[config.mk]
export PLATFORM = sky130hd
export DESIGN_NAME = uart_link_top
export DESIGN_NICKNAME = d
export VERILOG_FILES = /design/src/hw/uart_pkg.sv /design/src/hw/uart_baud_gen.sv /design/src/hw/uart_rx.sv /design/src/hw/uart_fifo.sv /design/src/hw/uart_tx.sv /design/src/hw/uart_link_top.sv
export VERILOG_INCLUDE_DIRS = /design/src /design/src/include
export SDC_FILE = /design/constraint.sdc
export NUM_CORES = 1
export LEC_CHECK = 0
export ABC_AREA = 1
export BUFFER_PORTS_ARGS = -buffer_cell sky130_fd_sc_hd__clkbuf_2
export CORE_ASPECT_RATIO = 2
export CORE_MARGIN = 4
export CORE_UTILIZATION = 60
export DETAILED_ROUTE_END_ITERATION = 12
export GPL_TIMING_DRIVEN = 1
export PLACE_DENSITY_LB_ADDON = 0.25
export SYNTH_ARGS = -nofsm -noshare
export SYNTH_HDL_FRONTEND = slang
export SYNTH_SLANG_ARGS = --single-unit
[constraint.sdc]
create_clock -name clk -period 3 [get_ports clk]
set_input_delay 0.45 -clock clk [delete_from_list [all_inputs] [get_ports clk]]
set_output_delay 0.45 -clock clk [all_outputs]
set_load 0.01 [all_outputs]
[src/include/uart_settings.svh]
`ifndef UART_SETTINGS_SVH
`define UART_SETTINGS_SVH

// clk cycles per oversampling tick
// The line rate is clk / (UART_CLK_DIV * UART_OVERSAMPLE)
`define UART_CLK_DIV 2

// Ticks per bit
// The receiver samples at the middle tick, so this stays at 8
`define UART_OVERSAMPLE 8

// FIFO depths in bytes, powers of two
`define UART_RX_DEPTH 4
`define UART_TX_DEPTH 4

`endif

[src/hw/uart_pkg.sv]
package uart_pkg;

    // One data byte on the link
    typedef logic [7:0] uart_byte_t;

    // Transmitter frame phase
    typedef enum logic [1:0] {
        TX_IDLE,
        TX_START,
        TX_DATA,
        TX_STOP
    } uart_tx_state_t;

endpackage

[src/hw/uart_baud_gen.sv]
`timescale 1ns/1ps
`include "uart_settings.svh"

module uart_baud_gen (
    input  logic clk,
    input  logic rst,
    output logic tick
);

    localparam int CW = (`UART_CLK_DIV > 1) ? $clog2(`UART_CLK_DIV) : 1;
    localparam logic [CW-1:0] CNT_LAST = CW'(`UART_CLK_DIV - 1);

    logic [CW-1:0] cnt;

    // Tick is registered so both directions see a clean one-cycle pulse
    always_ff @(posedge clk or posedge rst) begin
        if (rst) begin
            cnt  <= '0;
            tick <= 1'b0;
        end else if (cnt == CNT_LAST) begin
            cnt  <= '0;
            tick <= 1'b1;
        end else begin
            cnt  <= cnt + 1'b1;
            tick <= 1'b0;
        end
    end

endmodule

[src/hw/uart_rx.sv]
`timescale 1ns/1ps
`include "uart_settings.svh"

module uart_rx
    import uart_pkg::*;
(
    input  logic       clk,
    input  logic       rst,
    input  logic       tick,
    input  logic       uart_rxd,
    output uart_byte_t rx_data,
    output logic       rx_valid,
    output logic       framing_error,
    output logic       break_det
);

    localparam int TW = $clog2(`UART_OVERSAMPLE);
    localparam logic [TW-1:0] SAMPLE_TICK = TW'(`UART_OVERSAMPLE / 2);
    localparam logic [3:0] STOP_BIT = 4'd9;

    logic [3:0]    rxd_sync;
    logic          rx_in;
    logic          start_edge;
    logic          started;
    logic [TW-1:0] tick_cnt;
    logic          sample;
    logic          stop_sample;
    logic [3:0]    bit_cnt;
    uart_byte_t    shift;

    // Line synchronizer, two stages before the line is used
    always_ff @(posedge clk or posedge rst) begin
        if (rst) begin
            rxd_sync <= 4'hf;
        end else begin
            rxd_sync <= {rxd_sync[2:0], uart_rxd};
        end
    end

    assign rx_in      = rxd_sync[2];
    assign start_edge = (rxd_sync[3:2] == 2'b10);

    // Tick count within the current bit, restarted at each start edge
    always_ff @(posedge clk or posedge rst) begin
        if (rst) begin
            tick_cnt <= '0;
        end else if (!started) begin
            tick_cnt <= '0;
        end else if (tick) begin
            tick_cnt <= tick_cnt + 1'b1;
        end
    end

    assign sample      = started && tick && (tick_cnt == SAMPLE_TICK);
    assign stop_sample = sample && (bit_cnt == STOP_BIT);

    always_ff @(posedge clk or posedge rst) begin
        if (rst) begin
            started       <= 1'b0;
            rx_valid      <= 1'b0;
            bit_cnt       <= '0;
            framing_error <= 1'b0;
            break_det     <= 1'b0;
        end else begin
            rx_valid <= 1'b0;
            if (!started) begin
                bit_cnt       <= '0;
                framing_error <= 1'b0;
                break_det     <= 1'b0;
                if (start_edge) begin
                    started <= 1'b1;
                end
            end else if (stop_sample) begin
                if (rx_in) begin
                    started  <= 1'b0;
                    // A frame that ended badly is never delivered
                    rx_valid <= !(framing_error || break_det);
                end else if (shift == 8'h00) begin
                    break_det <= 1'b1;
                end else begin
                    framing_error <= 1'b1;
                end
            end else if (sample) begin
                bit_cnt <= bit_cnt + 4'd1;
            end
        end
    end

    // Start bit shifts in first and drops out after the eighth data bit
    always_ff @(posedge clk) begin
        if (sample && !stop_sample) begin
            shift <= {rx_in, shift[7:1]};
        end
        if (stop_sample && rx_in) begin
            rx_data <= shift;
        end
    end

    a_no_valid_on_error: assert property (
        @(posedge clk) disable iff (rst)
        rx_valid |-> !(framing_error || break_det)
    );

endmodule

[src/hw/uart_fifo.sv]
`timescale 1ns/1ps

module uart_fifo
    import uart_pkg::*;
#(
    parameter int DEPTH = 4
) (
    input  logic       clk,
    input  logic       rst,
    input  logic       push,
    input  logic       pop,
    input  uart_byte_t wdata,
    output uart_byte_t rdata,
    output logic       empty,
    output logic       full,
    output logic       overrun
);

    localparam int AW = (DEPTH > 1) ? $clog2(DEPTH) : 1;
    localparam int CW = $clog2(DEPTH + 1);

    uart_byte_t    mem [DEPTH];
    logic [AW-1:0] wr_ptr;
    logic [AW-1:0] rd_ptr;
    logic [CW-1:0] count;
    logic          push_ok;
    logic          pop_ok;

    assign empty   = (count == '0);
    assign full    = (count == CW'(DEPTH));
    assign push_ok = push && !full;
    assign pop_ok  = pop && !empty;

    // Head is always visible
    assign rdata = mem[rd_ptr];

    always_ff @(posedge clk) begin
        if (push_ok) begin
            mem[wr_ptr] <= wdata;
        end
    end

    always_ff @(posedge clk or posedge rst) begin
        if (rst) begin
            wr_ptr  <= '0;
            rd_ptr  <= '0;
            count   <= '0;
            overrun <= 1'b0;
        end else begin
            if (push_ok) begin
                wr_ptr <= wr_ptr + 1'b1;
            end
            if (pop_ok) begin
                rd_ptr <= rd_ptr + 1'b1;
            end
            case ({push_ok, pop_ok})
                2'b10:   count <= count + 1'b1;
                2'b01:   count <= count - 1'b1;
                default: count <= count;
            endcase
            // Sticky until reset
            if (push && full) begin
                overrun <= 1'b1;
            end
        end
    end

    a_no_pop_empty: assert property (
        @(posedge clk) disable iff (rst)
        pop |-> !empty
    );

endmodule

[src/hw/uart_tx.sv]
`timescale 1ns/1ps
`include "uart_settings.svh"

module uart_tx
    import uart_pkg::*;
(
    input  logic       clk,
    input  logic       rst,
    input  logic       tick,
    input  logic       fifo_empty,
    input  uart_byte_t fifo_data,
    output logic       fifo_pop,
    output logic       uart_txd
);

    localparam int TW = $clog2(`UART_OVERSAMPLE);
    localparam logic [TW-1:0] TICK_LAST = TW'(`UART_OVERSAMPLE - 1);

    uart_tx_state_t state;
    logic [TW-1:0]  tick_cnt;
    logic [2:0]     bit_cnt;
    logic           bit_end;
    uart_byte_t     shift;

    assign bit_end = tick && (tick_cnt == TICK_LAST);

    // Pop on a tick so the start bit is a whole number of ticks
    // End of a stop bit can chain straight into the next frame
    assign fifo_pop = !fifo_empty && tick &&
                      ((state == TX_IDLE) || (state == TX_STOP && bit_end));

    always_ff @(posedge clk or posedge rst) begin
        if (rst) begin
            state    <= TX_IDLE;
            tick_cnt <= '0;
            bit_cnt  <= '0;
            uart_txd <= 1'b1;
        end else begin
            if (state != TX_IDLE && tick) begin
                tick_cnt <= tick_cnt + 1'b1;
            end
            if (fifo_pop) begin
                state    <= TX_START;
                tick_cnt <= '0;
                uart_txd <= 1'b0;
            end else if (bit_end) begin
                case (state)
                    TX_START: begin
                        state    <= TX_DATA;
                        bit_cnt  <= '0;
                        uart_txd <= shift[0];
                    end
                    TX_DATA: begin
                        if (bit_cnt == 3'd7) begin
                            state    <= TX_STOP;
                            uart_txd <= 1'b1;
                        end else begin
                            bit_cnt  <= bit_cnt + 3'd1;
                            uart_txd <= shift[0];
                        end
                    end
                    TX_STOP: state <= TX_IDLE;
                    default: state <= TX_IDLE;
                endcase
            end
        end
    end

    // LSB first, next bit always sits in shift[0]
    always_ff @(posedge clk) begin
        if (fifo_pop) begin
            shift <= fifo_data;
        end else if (bit_end && (state == TX_START || state == TX_DATA)) begin
            shift <= {1'b0, shift[7:1]};
        end
    end

    a_idle_line_high: assert property (
        @(posedge clk) disable iff (rst)
        (state == TX_IDLE) |-> uart_txd
    );

endmodule

[src/hw/uart_link_top.sv]
`timescale 1ns/1ps
`include "uart_settings.svh"

module uart_link_top
    import uart_pkg::*;
(
    input  logic       clk,
    input  logic       rst,
    input  logic       uart_rxd,
    output logic       uart_txd,
    input  logic       rd_en,
    output uart_byte_t rd_data,
    output logic       rd_empty,
    input  logic       wr_en,
    input  uart_byte_t wr_data,
    output logic       wr_full,
    output logic       framing_error,
    output logic       break_det,
    output logic       overrun
);

    logic       tick;
    uart_byte_t rx_data;
    logic       rx_valid;
    uart_byte_t tx_data;
    logic       tx_empty;
    logic       tx_pop;

    uart_baud_gen u_baud_gen (
        .clk  (clk),
        .rst  (rst),
        .tick (tick)
    );

    uart_rx u_rx (
        .clk           (clk),
        .rst           (rst),
        .tick          (tick),
        .uart_rxd      (uart_rxd),
        .rx_data       (rx_data),
        .rx_valid      (rx_valid),
        .framing_error (framing_error),
        .break_det     (break_det)
    );

    // Host reads on an empty FIFO are dropped here
    uart_fifo #(
        .DEPTH (`UART_RX_DEPTH)
    ) u_rx_fifo (
        .clk     (clk),
        .rst     (rst),
        .push    (rx_valid),
        .pop     (rd_en && !rd_empty),
        .wdata   (rx_data),
        .rdata   (rd_data),
        .empty   (rd_empty),
        .full    (),
        .overrun (overrun)
    );

    uart_fifo #(
        .DEPTH (`UART_TX_DEPTH)
    ) u_tx_fifo (
        .clk     (clk),
        .rst     (rst),
        .push    (wr_en),
        .pop     (tx_pop),
        .wdata   (wr_data),
        .rdata   (tx_data),
        .empty   (tx_empty),
        .full    (wr_full),
        .overrun ()
    );

    uart_tx u_tx (
        .clk        (clk),
        .rst        (rst),
        .tick       (tick),
        .fifo_empty (tx_empty),
        .fifo_data  (tx_data),
        .fifo_pop   (tx_pop),
        .uart_txd   (uart_txd)
    );

endmodule

# Word-level counts from Yosys, hierarchy flattened
# Memories as Yosys holds them, arrays and structs flattened.
# Index checks and enable logic that the tools add are counted.
dict set report classes {
  addsub 13
  n_eq_ne 23
  n_mux 42
  bitwise_logic 1
  n_reduce_logical 44
}
# operator n
set ops {}
lappend ops {{$mux W1} 24}
lappend ops {{$pmux W3 S2} 3}
lappend ops {{$logic_and A1 B1 Y1} 17}
lappend ops {{$mux W8} 2}
lappend ops {{$ne A2 B2 Y1 const B} 8}
lappend ops {{$add A3 B1 Y3 const B} 5}
lappend ops {{$eq A3 B3 Y1 const B} 5}
lappend ops {{$mux W3} 5}
lappend ops {{$reduce_bool A2 Y1} 7}
lappend ops {{$mux W4} 3}
lappend ops {{$eq A2 B2 Y1 const B} 5}
lappend ops {{$add A2 B1 Y2 const B} 4}
lappend ops {{$logic_not A8 Y1} 1}
lappend ops {{$eq A2 B1 Y1 const B} 3}
lappend ops {{$logic_not A1 Y1} 6}
lappend ops {{$logic_not A3 Y1} 2}
lappend ops {{$mux W2} 3}
lappend ops {{$reduce_and A2 Y1} 3}
lappend ops {{$reduce_and A3 Y1} 2}
lappend ops {{$sub A3 B1 Y3 const B} 2}
lappend ops {{$add A4 B1 Y4 const B} 1}
lappend ops {{$eq A4 B4 Y1 const B} 1}
lappend ops {{$pmux W2 S2} 1}
lappend ops {{$reduce_and A4 Y1} 1}
lappend ops {{7 further kinds} 9}
dict set report totals {
  register_bits 65
  mem_bits_rw 64
  inputBits 13
  output_inout_bits 14
  word_cells 148
  n_memories 2
}
# memory depth word_bits rd rd_ports_with_merged_regs write_ports line
set mem_list {}
lappend mem_list {u_rx_fifo.mem 4 8 1 0 1 uart_fifo.sv:22} ;# uart_byte_t mem [DEPTH];
lappend mem_list {u_tx_fifo.mem 4 8 1 0 1 uart_fifo.sv:22}

# Logic depth before layout (Yosys ltp)
# Gate-level depths: netlist of run 1.
dict set report logic_depth {
  depth_word 8
  depth_mapped 12
  mapped_depth_nobuf 12
}

# Modules after synthesis
# Synthesis of run 1 repeated with hierarchy kept, for this count alone.
dict set report hier_totals {
  cells_unflattened 529
  area_unflattened_um2 5773.0
}
# mod n_inst cells_each area_each_um2 seq_area_each_um2
set modules_own_cells {}
lappend modules_own_cells {uart_fifo 2 159 1791.7 1161.1}
lappend modules_own_cells {uart_rx 1 99 1198.6 860.8}
lappend modules_own_cells {uart_tx 1 106 923.4 466.7}
lappend modules_own_cells {uart_baud_gen 1 4 57.6 50.0}
lappend modules_own_cells {uart_link_top 1 2 10.0 0.0}

# Worst setup path before layout of run 1
# OpenSTA, ideal clock, no wires.
dict set report synth_timing {
  path_type {register to register}
  start {register u_tx.tick_cnt[0]}
  end {register u_tx_fifo.count[2]}
  setup_time_ns 0.131
  arrival_time_ns 2.058
  t_required_ns 2.869
  path_slack_ns 0.811
  stages_incl_launch_ff 13
  n_path_buf 0
  synth_period_minus_slack_ns 2.189
  cell_sequence {dfrtp_1 > ha_1 > ha_1 > nand2_2 > o21ai_2 > nand3_2 > inv_2 > ha_1 > inv_1 > fa_1 > a21oi_1 > o21ai_0 > xor2_1}
}
dict set report synth_via {
  elab_chain_cells 8
  word_cells_on_any_way 10
  cone_classes {eq/ne (3); mux (1); reduce/logical (6)}
}
# item line
set synth_rtl {}
lappend synth_rtl {{from (decl)} uart_tx.sv:20} ;# logic [TW-1:0] tick_cnt;
lappend synth_rtl {{from (signal assigned)} uart_tx.sv:40} ;# tick_cnt <= tick_cnt + 1'b1;
lappend synth_rtl {{$eq A3 B3 Y1 (*)} uart_tx.sv:25} ;# assign bit_end = tick && (tick_cnt == TICK_LAST);
lappend synth_rtl {{$logic_and A1 B1 Y1 (*)} uart_tx.sv:25}
lappend synth_rtl {{$logic_and A1 B1 Y1 (*)} uart_tx.sv:30} ;# ((state == TX_IDLE) || (state == TX_STOP && bit_end));
lappend synth_rtl {{$logic_or A1 B1 Y1 (*)} uart_tx.sv:30}
lappend synth_rtl {{$logic_and A1 B1 Y1 (*)} uart_tx.sv:29} ;# assign fifo_pop = !fifo_empty && tick &&
lappend synth_rtl {{$logic_and A1 B1 Y1 (*)} uart_fifo.sv:32} ;# assign pop_ok = pop && !empty;
lappend synth_rtl {{named net u_tx_fifo.pop_ok} uart_fifo.sv:27} ;# logic pop_ok;
lappend synth_rtl {{$eq A2 B1 Y1 or $eq A2 B2 Y1 (tied branches)} uart_fifo.sv:56} ;# case ({push_ok, pop_ok})
lappend synth_rtl {{$pmux W3 S2 or $reduce_bool A2 Y1 (tied branches)} --}
lappend synth_rtl {{to (signal assigned)} uart_fifo.sv:57} ;# 2'b10: count <= count + 1'b1;
lappend synth_rtl {{to (signal assigned)} uart_fifo.sv:58} ;# 2'b01: count <= count - 1'b1;
lappend synth_rtl {{to (signal assigned)} uart_fifo.sv:59} ;# default: count <= count;
lappend synth_rtl {{to (decl)} uart_fifo.sv:25} ;# logic [CW-1:0] count;
# Mark *: on every way through the listed nets, which the timed path passes. The rest lies on a longest branch.
# A chain may end at the register's enable or synchronous reset.

# Worst setup path after layout of run 1
# Same ends and word-level chain as after synthesis.

==> flow_summary.toml, run 1 <==
[outcome]
status = "completed"

[place]
gp_congestion = 0.781
post-place-ws_ns = 0.647
hpwl_um = 6180
portBuffers = 26

[routing]
dr.pass1.iters = 4
routed_wl_um = 8640
ant_nets = 0
vias = 3222
drc_errors = 0
first_iter_violations = 167
wl_per_cell_um = 14.1
viasPerCell = 5.27

[cts]
cts_root_buf = "clkbuf_16"
hold_buffers = 0
cts_buffers = 17
clkSinkCount = 129
clockBufferDepth = 2
clk_latency_ns = 0.41
htreeDepth = 4
post_cts_resized = 0
cts_tree = "yes"
clkSlewWorstSetupHoldPaths_ns = 0.06
postCtsSetupBuffers = 0

[sta]
clock-skew-final_ns = 0.00860
max_slew_margin = 0.334
setup_viol = 0
finalSetupTns_ns = 0
final.min_clock_period_ns = 2.42
fin_ws_ns = 0.585
drv_slew = 0
hold_slack_ns = 0.118
fin_crit_sh = 0.805
tightestPinTransition_ns = 0.998
hold_viol_final = 0
rsz0062_at_grt = "false"
fmax_mhz = 414

[critical_path]
worstPathRequired_ns = 3.28
rrSetupSlack_ns = 0.58
end_kind = "flip-flop"
critPathArrivalTime_ns = 2.70
ff2ff_path_depth = 12
crit_type = "flip-flop to flip-flop"
startpoint_type = "flip-flop"
cp_max_fo = 9

[layout]
nFillCells = 573
area_delta_synth_final_pct = 14.9
fin_nets = 534
diodes = 0
layout_common_cells = "edfxtp_1, nor2_1, nand2_1"
drive_gt1_frac = 0.157
final_common_cell = "edfxtp_1"

[worst_hold_path]
min_delay_path_depth = 1
hold_class = "primary input to flip-flop"

[yosys]
ys.flop_type = "edfxtp_1"
synthArstFlopShare = 0.318
yosysWarnings = 0
ys_seq_area_frac = 0.681
syn_area_per_cell_um2 = 11.8
netlist_area_um2 = 5400
synth_edf_count = 88
synth-seq-cells = 129
synth_cells = 459
yosysUniqueCellTypes = 32
synth.net_count = 495

[global_routing]
grt_pass1_wl_um = 14900
grt_pass1_vias = 3326
grt_usage = 0.187
grt_max_degree = 29
grt_antenna_before_repair = 0
grt_overflow = 0

[pwr]
powerDensity_nw_per_um2 = 815
ir_drop_uv = 647
leakagePower_nw = 2.61

[die]
fp.dieH_um = 142
coreArea_um2 = 8710
row_count = 48
dieArea_um2 = 10700
die_w_um = 75.1
ios = 27
initial_core_util = 0.620

[job]
maxCapViolCount = 0
==> worst max-delay path, stage by stage (launching register included) <==
cell	delay [ns]
dfrtp_1	0.37
ha_1	0.17
ha_1	0.15
nand2_2	0.07
o21ai_2	0.15
nand3_2	0.09
inv_2	0.16
ha_1	0.18
inv_1	0.08
fa_1	0.45
a21oi_1	0.14
o21ai_0	0.11
xor2_1	0.15
==> cells by family after synthesis <==
group / after synthesis / synth area share
simple gates: 163 / 0.124
flops: 129 / 0.681
compound gates: 71 / 0.0714
buf+inv: 62 / 0.0482
fa+ha+maj: 23 / 0.0561
xor+xnor: 11 / 0.0192
==> cell usage after synthesis, types with 5 or more instances <==
cell type | number | area (um2)
a21oi_1 | 6 | 30.0
dfrtp_1 | 36 | 901
dfstp_2 | 5 | 131
edfxtp_1 | 88 | 2640
ha_1 | 21 | 263
inv_1 | 51 | 191
nand2_1 | 67 | 251
nand3_1 | 12 | 60.1
nor2_1 | 71 | 267
o21ai_0 | 50 | 250
o22ai_1 | 8 | 50.1
xor2_1 | 7 | 61.3
==> area by class of cell <==
cell class	instances	area [um2]	share of cell area
clock inverters	15	160	0.0258
multi-input cells	268	1460	0.236
clock buffers	17	425	0.0686
well taps	100	125	0.0202
flip-flops and latches	129	3670	0.592
repair buffers	30	160	0.0258
inverters	52	195	0.0315
==> final timing paths <==
check                                      start            endpoint
worst max-delay path            u_tx.tick_cnt[0]  u_tx_fifo.count[2]
worst min-delay path                    uart_rxd    u_rx.rxd_sync[0]
worst max register to register  u_tx.tick_cnt[0]  u_tx_fifo.count[2]
worst min register to register  u_rx.rxd_sync[1]    u_rx.rxd_sync[2]
max in group asynchronous                    rst       u_tx.uart_txd
min in group asynchronous                    rst    u_rx.tick_cnt[0]
==> metrics by stage <==
step	instance area, um2	std cells	util	total power, mW
finish	6200	611	0.713	5.06
global route	6200	611	0.713	5.36
CTS	6200	611	0.713	5.11
detailed placement	5620	579	0.645	3.13
global placement	5620	579	0.645	3.07
floorplan	5400	459	-	2.85
==> state kept, by name (all words and copies together), names as in the netlist, 4 cells and up <==
register / cells
u_rx.bit_cnt: 4
u_rx.rx_data: 8
u_rx.rxd_sync: 4
u_rx.shift: 8
u_rx_fifo.mem: 32
u_tx.shift: 8
u_tx_fifo.mem: 32
==> where the power goes <==
part	total (mW)	internal (mW)	switching, mW
registers	2.28	2.14	0.137
logic	0.796	0.295	0.501
clock network	1.99	1.23	0.755
total	5.06	3.67	1.39
==> layer usage <==
metal / vias to the layer above / routed length, um / GRT usage
met2: 65 / 5040 / 0.342
met5: - / 0 / 0
met1: 1532 / 3150 / 0.185
met3: 12 / 297 / 0.0559
li1: 1613 / - / -
met4: 0 / 146 / 0.0844
(Power assumes the default switching activity.)
==> run 2, diff against run 1 <==
--- a/config.mk
+++ b/config.mk
@@ -6,7 +6,7 @@
 export SDC_FILE = /design/constraint.sdc
 export NUM_CORES = 1
 export LEC_CHECK = 0
-export ABC_AREA = 1
+export ABC_AREA = 0
 export BUFFER_PORTS_ARGS = -buffer_cell sky130_fd_sc_hd__clkbuf_2
 export CORE_ASPECT_RATIO = 2
 export CORE_MARGIN = 4
==> constraint.sdc (replaced) <==
create_clock -name clk -period 2.3 [get_ports clk]
set_input_delay 0.345 -clock clk [delete_from_list [all_inputs] [get_ports clk]]
set_output_delay 0.345 -clock clk [all_outputs]
set_load 0.01 [all_outputs]
==> run 2 against run 1 <==
Effect of this change:
- die area is 1.0% lower
- clock power grew 26%
- worst hold slack got worse by 0.084 ns
- highest routed layer unchanged
==> flow_summary.toml, run 2 <==
[pwr]
powerDensity_nw_per_um2 = 1170
clkPwrFrac = 0.341
power_frac_comb = 0.199
power.internal_mw = 5.27
switchingPower_mw = 2.06
leakagePower_nw = 2.46
switching_share = 0.281
fin_total_pwr_mw = 7.33
pwr-share-seq = 0.459
ir_drop_uv = 992

[critical_path]
path_cells = "mux4_2 > clkbuf_2"
critPathArrivalTime_ns = 1.82
ff2ff_path_depth = 11
crit_family = "flip-flops"
max_stage_delay_ns = 0.69
worstPathRequired_ns = 1.96
cp_num_cells = 2
cp_max_fo = 9
startpoint_type = "flip-flop"
critPathBufInv = 1
crit_type = "flip-flop to primary output"
cp_slowest_cell = "dfrtp_1"
end_kind = "primary output"

[place]
portBuffers = 26
post-place-ws_ns = 0.0617
gp_congestion = 0.812
hpwl_um = 6020
place_inst = 448

[cts]
clockBufferDepth = 2
cts_buffers = 17
clkSinkCount = 129
clkSlewWorstSetupHoldPaths_ns = 0.05
clk_latency_ns = 0.41
cts_tree = "yes"
htreeDepth = 4
cts_root_buf = "clkbuf_16"

[sta]
final.min_clock_period_ns = 2.16
fmax_mhz = 462
fin_crit_sh = 0.941
hold_slack_ns = 0.0341
clock-skew-final_ns = 0.00539
drv_slew = 0
hold_viol_final = 0
tightestPinTransition_ns = 0.558
max_slew_margin = 0.628
fin_ws_ns = 0.136
finalSetupTns_ns = 0
setup_viol = 0

[yosys]
synth_edf_count = 88
yosysWarnings = 0
synthTopCellsByArea = "edfxtp_1, dfrtp_1, mux4_2"
netlist_area_um2 = 5340
yosysUniqueCellTypes = 54
syn_area_per_cell_um2 = 16.7
synth.net_count = 355
synth_top_cell_by_area = "edfxtp_1"
synth-seq-cells = 129
synth_cells = 319
synthArstFlopShare = 0.318
ys_seq_area_frac = 0.688
synth_top_cell_area_share = 0.495
ys_top_cells_by_count = "edfxtp_1, dfrtp_1, inv_1"
synth_most_common_cell = "edfxtp_1"
ys.flop_type = "edfxtp_1"

[routing]
wl_per_cell_um = 18.4
first_iter_violations = 108
drc_errors = 0
ant_nets = 0
viasPerCell = 5.79
routed_wl_um = 8890
vias = 2801
dr.pass1.iters = 4

[worst_hold_path]
hold_class = "primary input to asynchronous set/reset pin"

[die]
die_w_um = 74.7
dieArea_um2 = 10600
coreArea_um2 = 8650
row_count = 48
ios = 27
fp.dieH_um = 141
initial_core_util = 0.617

[layout]
fin_nets = 407
area_delta_synth_final_pct = 17.2
final_cells = 484
reg.largest.list = "u_rx_fifo.mem: 32 flops, u_tx_fifo.mem: 32 flops"
diodes = 0
final_common_cell = "edfxtp_1"
layout_common_cells = "edfxtp_1, dfrtp_1, clkbuf_2"
drive_gt1_frac = 0.289

[global_routing]
busiest_layer = "met2"
grt_usage = 0.192
grt_max_degree = 42
met1_usage = 0.187
grt_pass1_wl_um = 14700
use_met3 = 0.0730
grt_pass1_vias = 3002
grtUsageMet2 = 0.348
grt_antenna_before_repair = 0
grt_overflow = 0

[outcome]
status = "completed"

[job]
maxCapViolCount = 0
-- run 2: cell count changes after synthesis, moves of 6 or more --
cell | before | now
mux4_2 | 0 | 16
o21ai_0 | 50 | 3
and2_1 | 0 | 9
o22ai_1 | 8 | 2
nand2_1 | 67 | 8
nand3_1 | 12 | 6
nor2_1 | 71 | 8
inv_1 | 51 | 26
-- run 2: repair_timing --
item,CTS,global route
setup buffers,0,3
endpoints found under the hold margin,1,0
resized for setup,0,6
hold buffers,1,0
endpoints found under the setup margin,0,1
-- run 2: power groups by stage --
stage | Combinational [mW] | Sequential [mW] | Clock (mW)
2_1_floorplan | 1.17 | 3.17 | 0
3_3_place_gp | 1.35 | 3.37 | 0
3_5_place_dp | 1.39 | 3.40 | 0
4_1_cts | 1.41 | 3.37 | 2.54
5_1_grt | 1.63 | 3.43 | 2.67
6_report | 1.46 | 3.37 | 2.50
-- run 2: metal layers --
metal / share of wire / vias to the layer above / routed length [um]
met5: 0 / - / 0
met4: 0.024 / 0 / 215
met3: 0.042 / 21 / 375
met2: 0.59 / 58 / 5260
met1: 0.34 / 1417 / 3040
li1: - / 1305 / -
-- run 2: final timing paths --
check,startpoint,endpoint,slack [ns]
hold / removal,rst,u_rx_fifo.overrun,0.03
min in group clk,wr_data[6],u_tx_fifo.mem[2][6],0.15
max in group asynchronous,rst,u_tx.state[1],1.87
setup reg to reg,u_tx.tick_cnt[0],u_tx_fifo.count[2],0.15
setup / recovery,u_rx_fifo.rd_ptr[0],rd_data[5],0.14
hold reg to reg,u_rx.rxd_sync[1],u_rx.rxd_sync[2],0.36
-- run 2: per-stage QoR --
step / util / area, um2
2_1_floorplan: - / 5350
3_3_place_gp: 0.653 / 5650
3_5_place_dp: 0.653 / 5650
4_1_cts: 0.718 / 6210
5_1_grt: 0.723 / 6250
6_report: 0.723 / 6250
-- run 2: kinds of logic (layout without fill, tap and decap cells) --
| family | Yosys count | count (layout) | share of synthesized area |
|---|---|---|---|
| fa+ha+maj | 23 | 23 | 0.0567 |
| flops | 129 | 129 | 0.688 |
| xor+xnor | 14 | 14 | 0.0230 |
| mux | 30 | 30 | 0.0994 |
| buf+inv | 34 | 99 | 0.0260 |
| compound gates | 32 | 32 | 0.0429 |
| simple gates | 57 | 57 | 0.0635 |
-- run 2: layout make-up --
cell class	count	area [um2]
tap	100	125
clock buffer	17	425
sequential	129	3680
clock inverter	15	133
inverter	27	104
timing repair buffer	40	238
multi-input combinational	156	1550
fill	542	2390
-- run 2: worst min-delay path: stages --
cell,delay [ns]
clkbuf_2,0.08
inv_1,0.04
buf_4,0.44
==> run 3, diff against run 2 <==
--- a/config.mk
+++ b/config.mk
@@ -7,6 +7,7 @@
 export NUM_CORES = 1
 export LEC_CHECK = 0
 export ABC_AREA = 0
+export ABC_CLOCK_PERIOD_IN_PS = 2300
 export BUFFER_PORTS_ARGS = -buffer_cell sky130_fd_sc_hd__clkbuf_2
 export CORE_ASPECT_RATIO = 2
 export CORE_MARGIN = 4
==> constraint.sdc (replaced) <==
create_clock -name clk -period 2.3 [get_ports clk]
set_input_delay 0.115 -clock clk [delete_from_list [all_inputs] [get_ports clk]]
set_output_delay 0.115 -clock clk [all_outputs]
set_load 0.01 [all_outputs]
==> run 3 against run 2 <==
Effect of this change:
- clock-buffer cell count unchanged
- clock skew increased by 0.0019 ns
- power increased by 0.88%
- combinational power about the same
==> flow_summary.toml, run 3 (synthesis results as in run 2) <==
[outcome]
status = "completed"

[layout]
final_util = 0.735
fin_nets = 415
final_common_cell = "edfxtp_1"
reg.largest.list = "u_rx_fifo.mem: 32 flops, u_tx_fifo.mem: 32 flops"
area_delta_synth_final_pct = 19.0
drive_gt1_frac = 0.273
diodes = 0
final_cells = 492
layout_common_cells = "edfxtp_1, dfrtp_1, clkbuf_2"

[critical_path]
critPathArrivalTime_ns = 2.54
cp_slowest_cell = "dfrtp_1"
rrSetupSlack_ns = 0.1
max_stage_delay_ns = 0.44
startpoint_type = "flip-flop"
crit_family = "adder cells"
worstPathRequired_ns = 2.64
r2r_end = "u_tx_fifo.count[2]"
crit_type = "flip-flop to flip-flop"
ff2ff_path_depth = 11
end_kind = "flip-flop"
path_cells = "inv_1 > ha_1 > a21o_1 > nand3_4 > inv_4 > ha_4 > inv_1 > fa_2 > xor2_1 > nor2_1 > xor2_1"
critPathBufInv = 3
cp_max_fo = 5
regToRegStartpoint = "u_tx.state[1]"

[global_routing]
grt_usage = 0.189
busiest_layer = "met2"
grt_antenna_before_repair = 0
use_met3 = 0.0652
grt_pass1_wl_um = 14500
grt_pass1_vias = 3078
grt_max_degree = 42
grtUsageMet2 = 0.335
grt_overflow = 0
met1_usage = 0.188

[cts]
cts_root_buf = "clkbuf_16"
cts_buffers = 17
htreeDepth = 4
clk_latency_ns = 0.41
clkSinkCount = 129
clockBufferDepth = 2
cts_tree = "yes"
clkSlewWorstSetupHoldPaths_ns = 0.06

[sta]
tightestPinTransition_ns = 0.587
setup_viol = 0
fin_crit_sh = 0.958
final.min_clock_period_ns = 2.20
max_slew_margin = 0.609
hold_viol_final = 0
drv_slew = 0
finalSetupTns_ns = 0
clock-skew-final_ns = 0.00725
fmax_mhz = 454

[die]
row_count = 48
dieArea_um2 = 10600
fp.dieH_um = 141
coreArea_um2 = 8650
ios = 27
initial_core_util = 0.617
die_w_um = 74.7

[worst_hold_path]
hold_path_end = "u_rx_fifo.rd_ptr[0]"
hold_class = "primary input to flip-flop"
min_delay_path_depth = 3
hold_start = "rd_en"

[routing]
routed_wl_um = 8600
wl_per_cell_um = 17.5
viasPerCell = 5.69
vias = 2801
first_iter_violations = 79
ant_nets = 0
dr.pass1.iters = 4
drc_errors = 0

[pwr]
ir_drop_uv = 1010
powerDensity_nw_per_um2 = 1160
leakagePower_nw = 2.51
fin_total_pwr_mw = 7.39

[place]
hpwl_um = 5950
place_inst = 447
gp_congestion = 0.812
portBuffers = 26

[job]
maxCapViolCount = 0
[run 3: timing repair]
item                                    CTS  global route
buffers inserted                          0             3
endpoints found under the hold margin    69             0
gates resized for setup                   0             4
hold buffers                             10             0
endpoints found under the setup margin    0             1
[run 3: layer usage]
| layer | up-vias | wire length [um] |
|---|---|---|
| met1 | 1404 | 3110 |
| met2 | 53 | 5010 |
| met3 | 16 | 284 |
| met4 | 0 | 202 |
| li1 | 1328 | - |
| met5 | - | 0 |
[run 3: how the worst max path moves through the flow]
stage                startpoint                 end  slack (ns)  cells after the start
3_3_place_gp   u_tx.tick_cnt[0]  u_tx_fifo.count[2]        0.12                     11
3_5_place_dp   u_tx.tick_cnt[0]  u_tx_fifo.count[2]        0.07                     11
5_1_grt           u_tx.state[1]  u_tx_fifo.count[2]       -0.06                     11
6_report          u_tx.state[1]  u_tx_fifo.count[2]         0.1                     11
2_1_floorplan  u_tx.tick_cnt[0]  u_tx_fifo.count[2]       0.009                     12
4_1_cts        u_tx.tick_cnt[0]  u_tx_fifo.count[2]        0.03                     11
[run 3: cell type report]
class / count / area (um2)
clock buffer: 17 / 425
clock inverter: 15 / 158
fill: 527 / 2290
inverter: 27 / 104
multi-input combinational: 156 / 1550
sequential: 129 / 3670
tap: 100 / 125
timing repair buffer: 48 / 320
[run 3: worst reg2reg max path, delay by kind of cell, from the launching register on]
family / cells / cell delay [ns]
flops: 1 / 0.44
fa+ha+maj: 3 / 0.72
xor+xnor: 2 / 0.30
simple gates: 2 / 0.24
compound gates: 1 / 0.21
buf+inv: 3 / 0.24
[run 3: per-stage QoR]
stage               setup slack (ns)  hold slack, ns  cell area [um2]
finish                        0.0977          0.0920             6350
global route                 -0.0578           0.111             6350
CTS                           0.0322          0.0879             6320
detailed placement            0.0683           0.205             5640
global placement               0.120           0.202             5640
floorplan                    0.00895           0.119             5350
[run 3: power breakdown]
| group | leakage [nW] | switching, mW | internal, mW |
|---|---|---|---|
| Sequential | 1.30 | 0.418 | 2.94 |
| Clock | 0.280 | 0.996 | 1.60 |
| Combinational | 0.931 | 0.618 | 0.814 |
| Total | 2.51 | 2.03 | 5.36 |
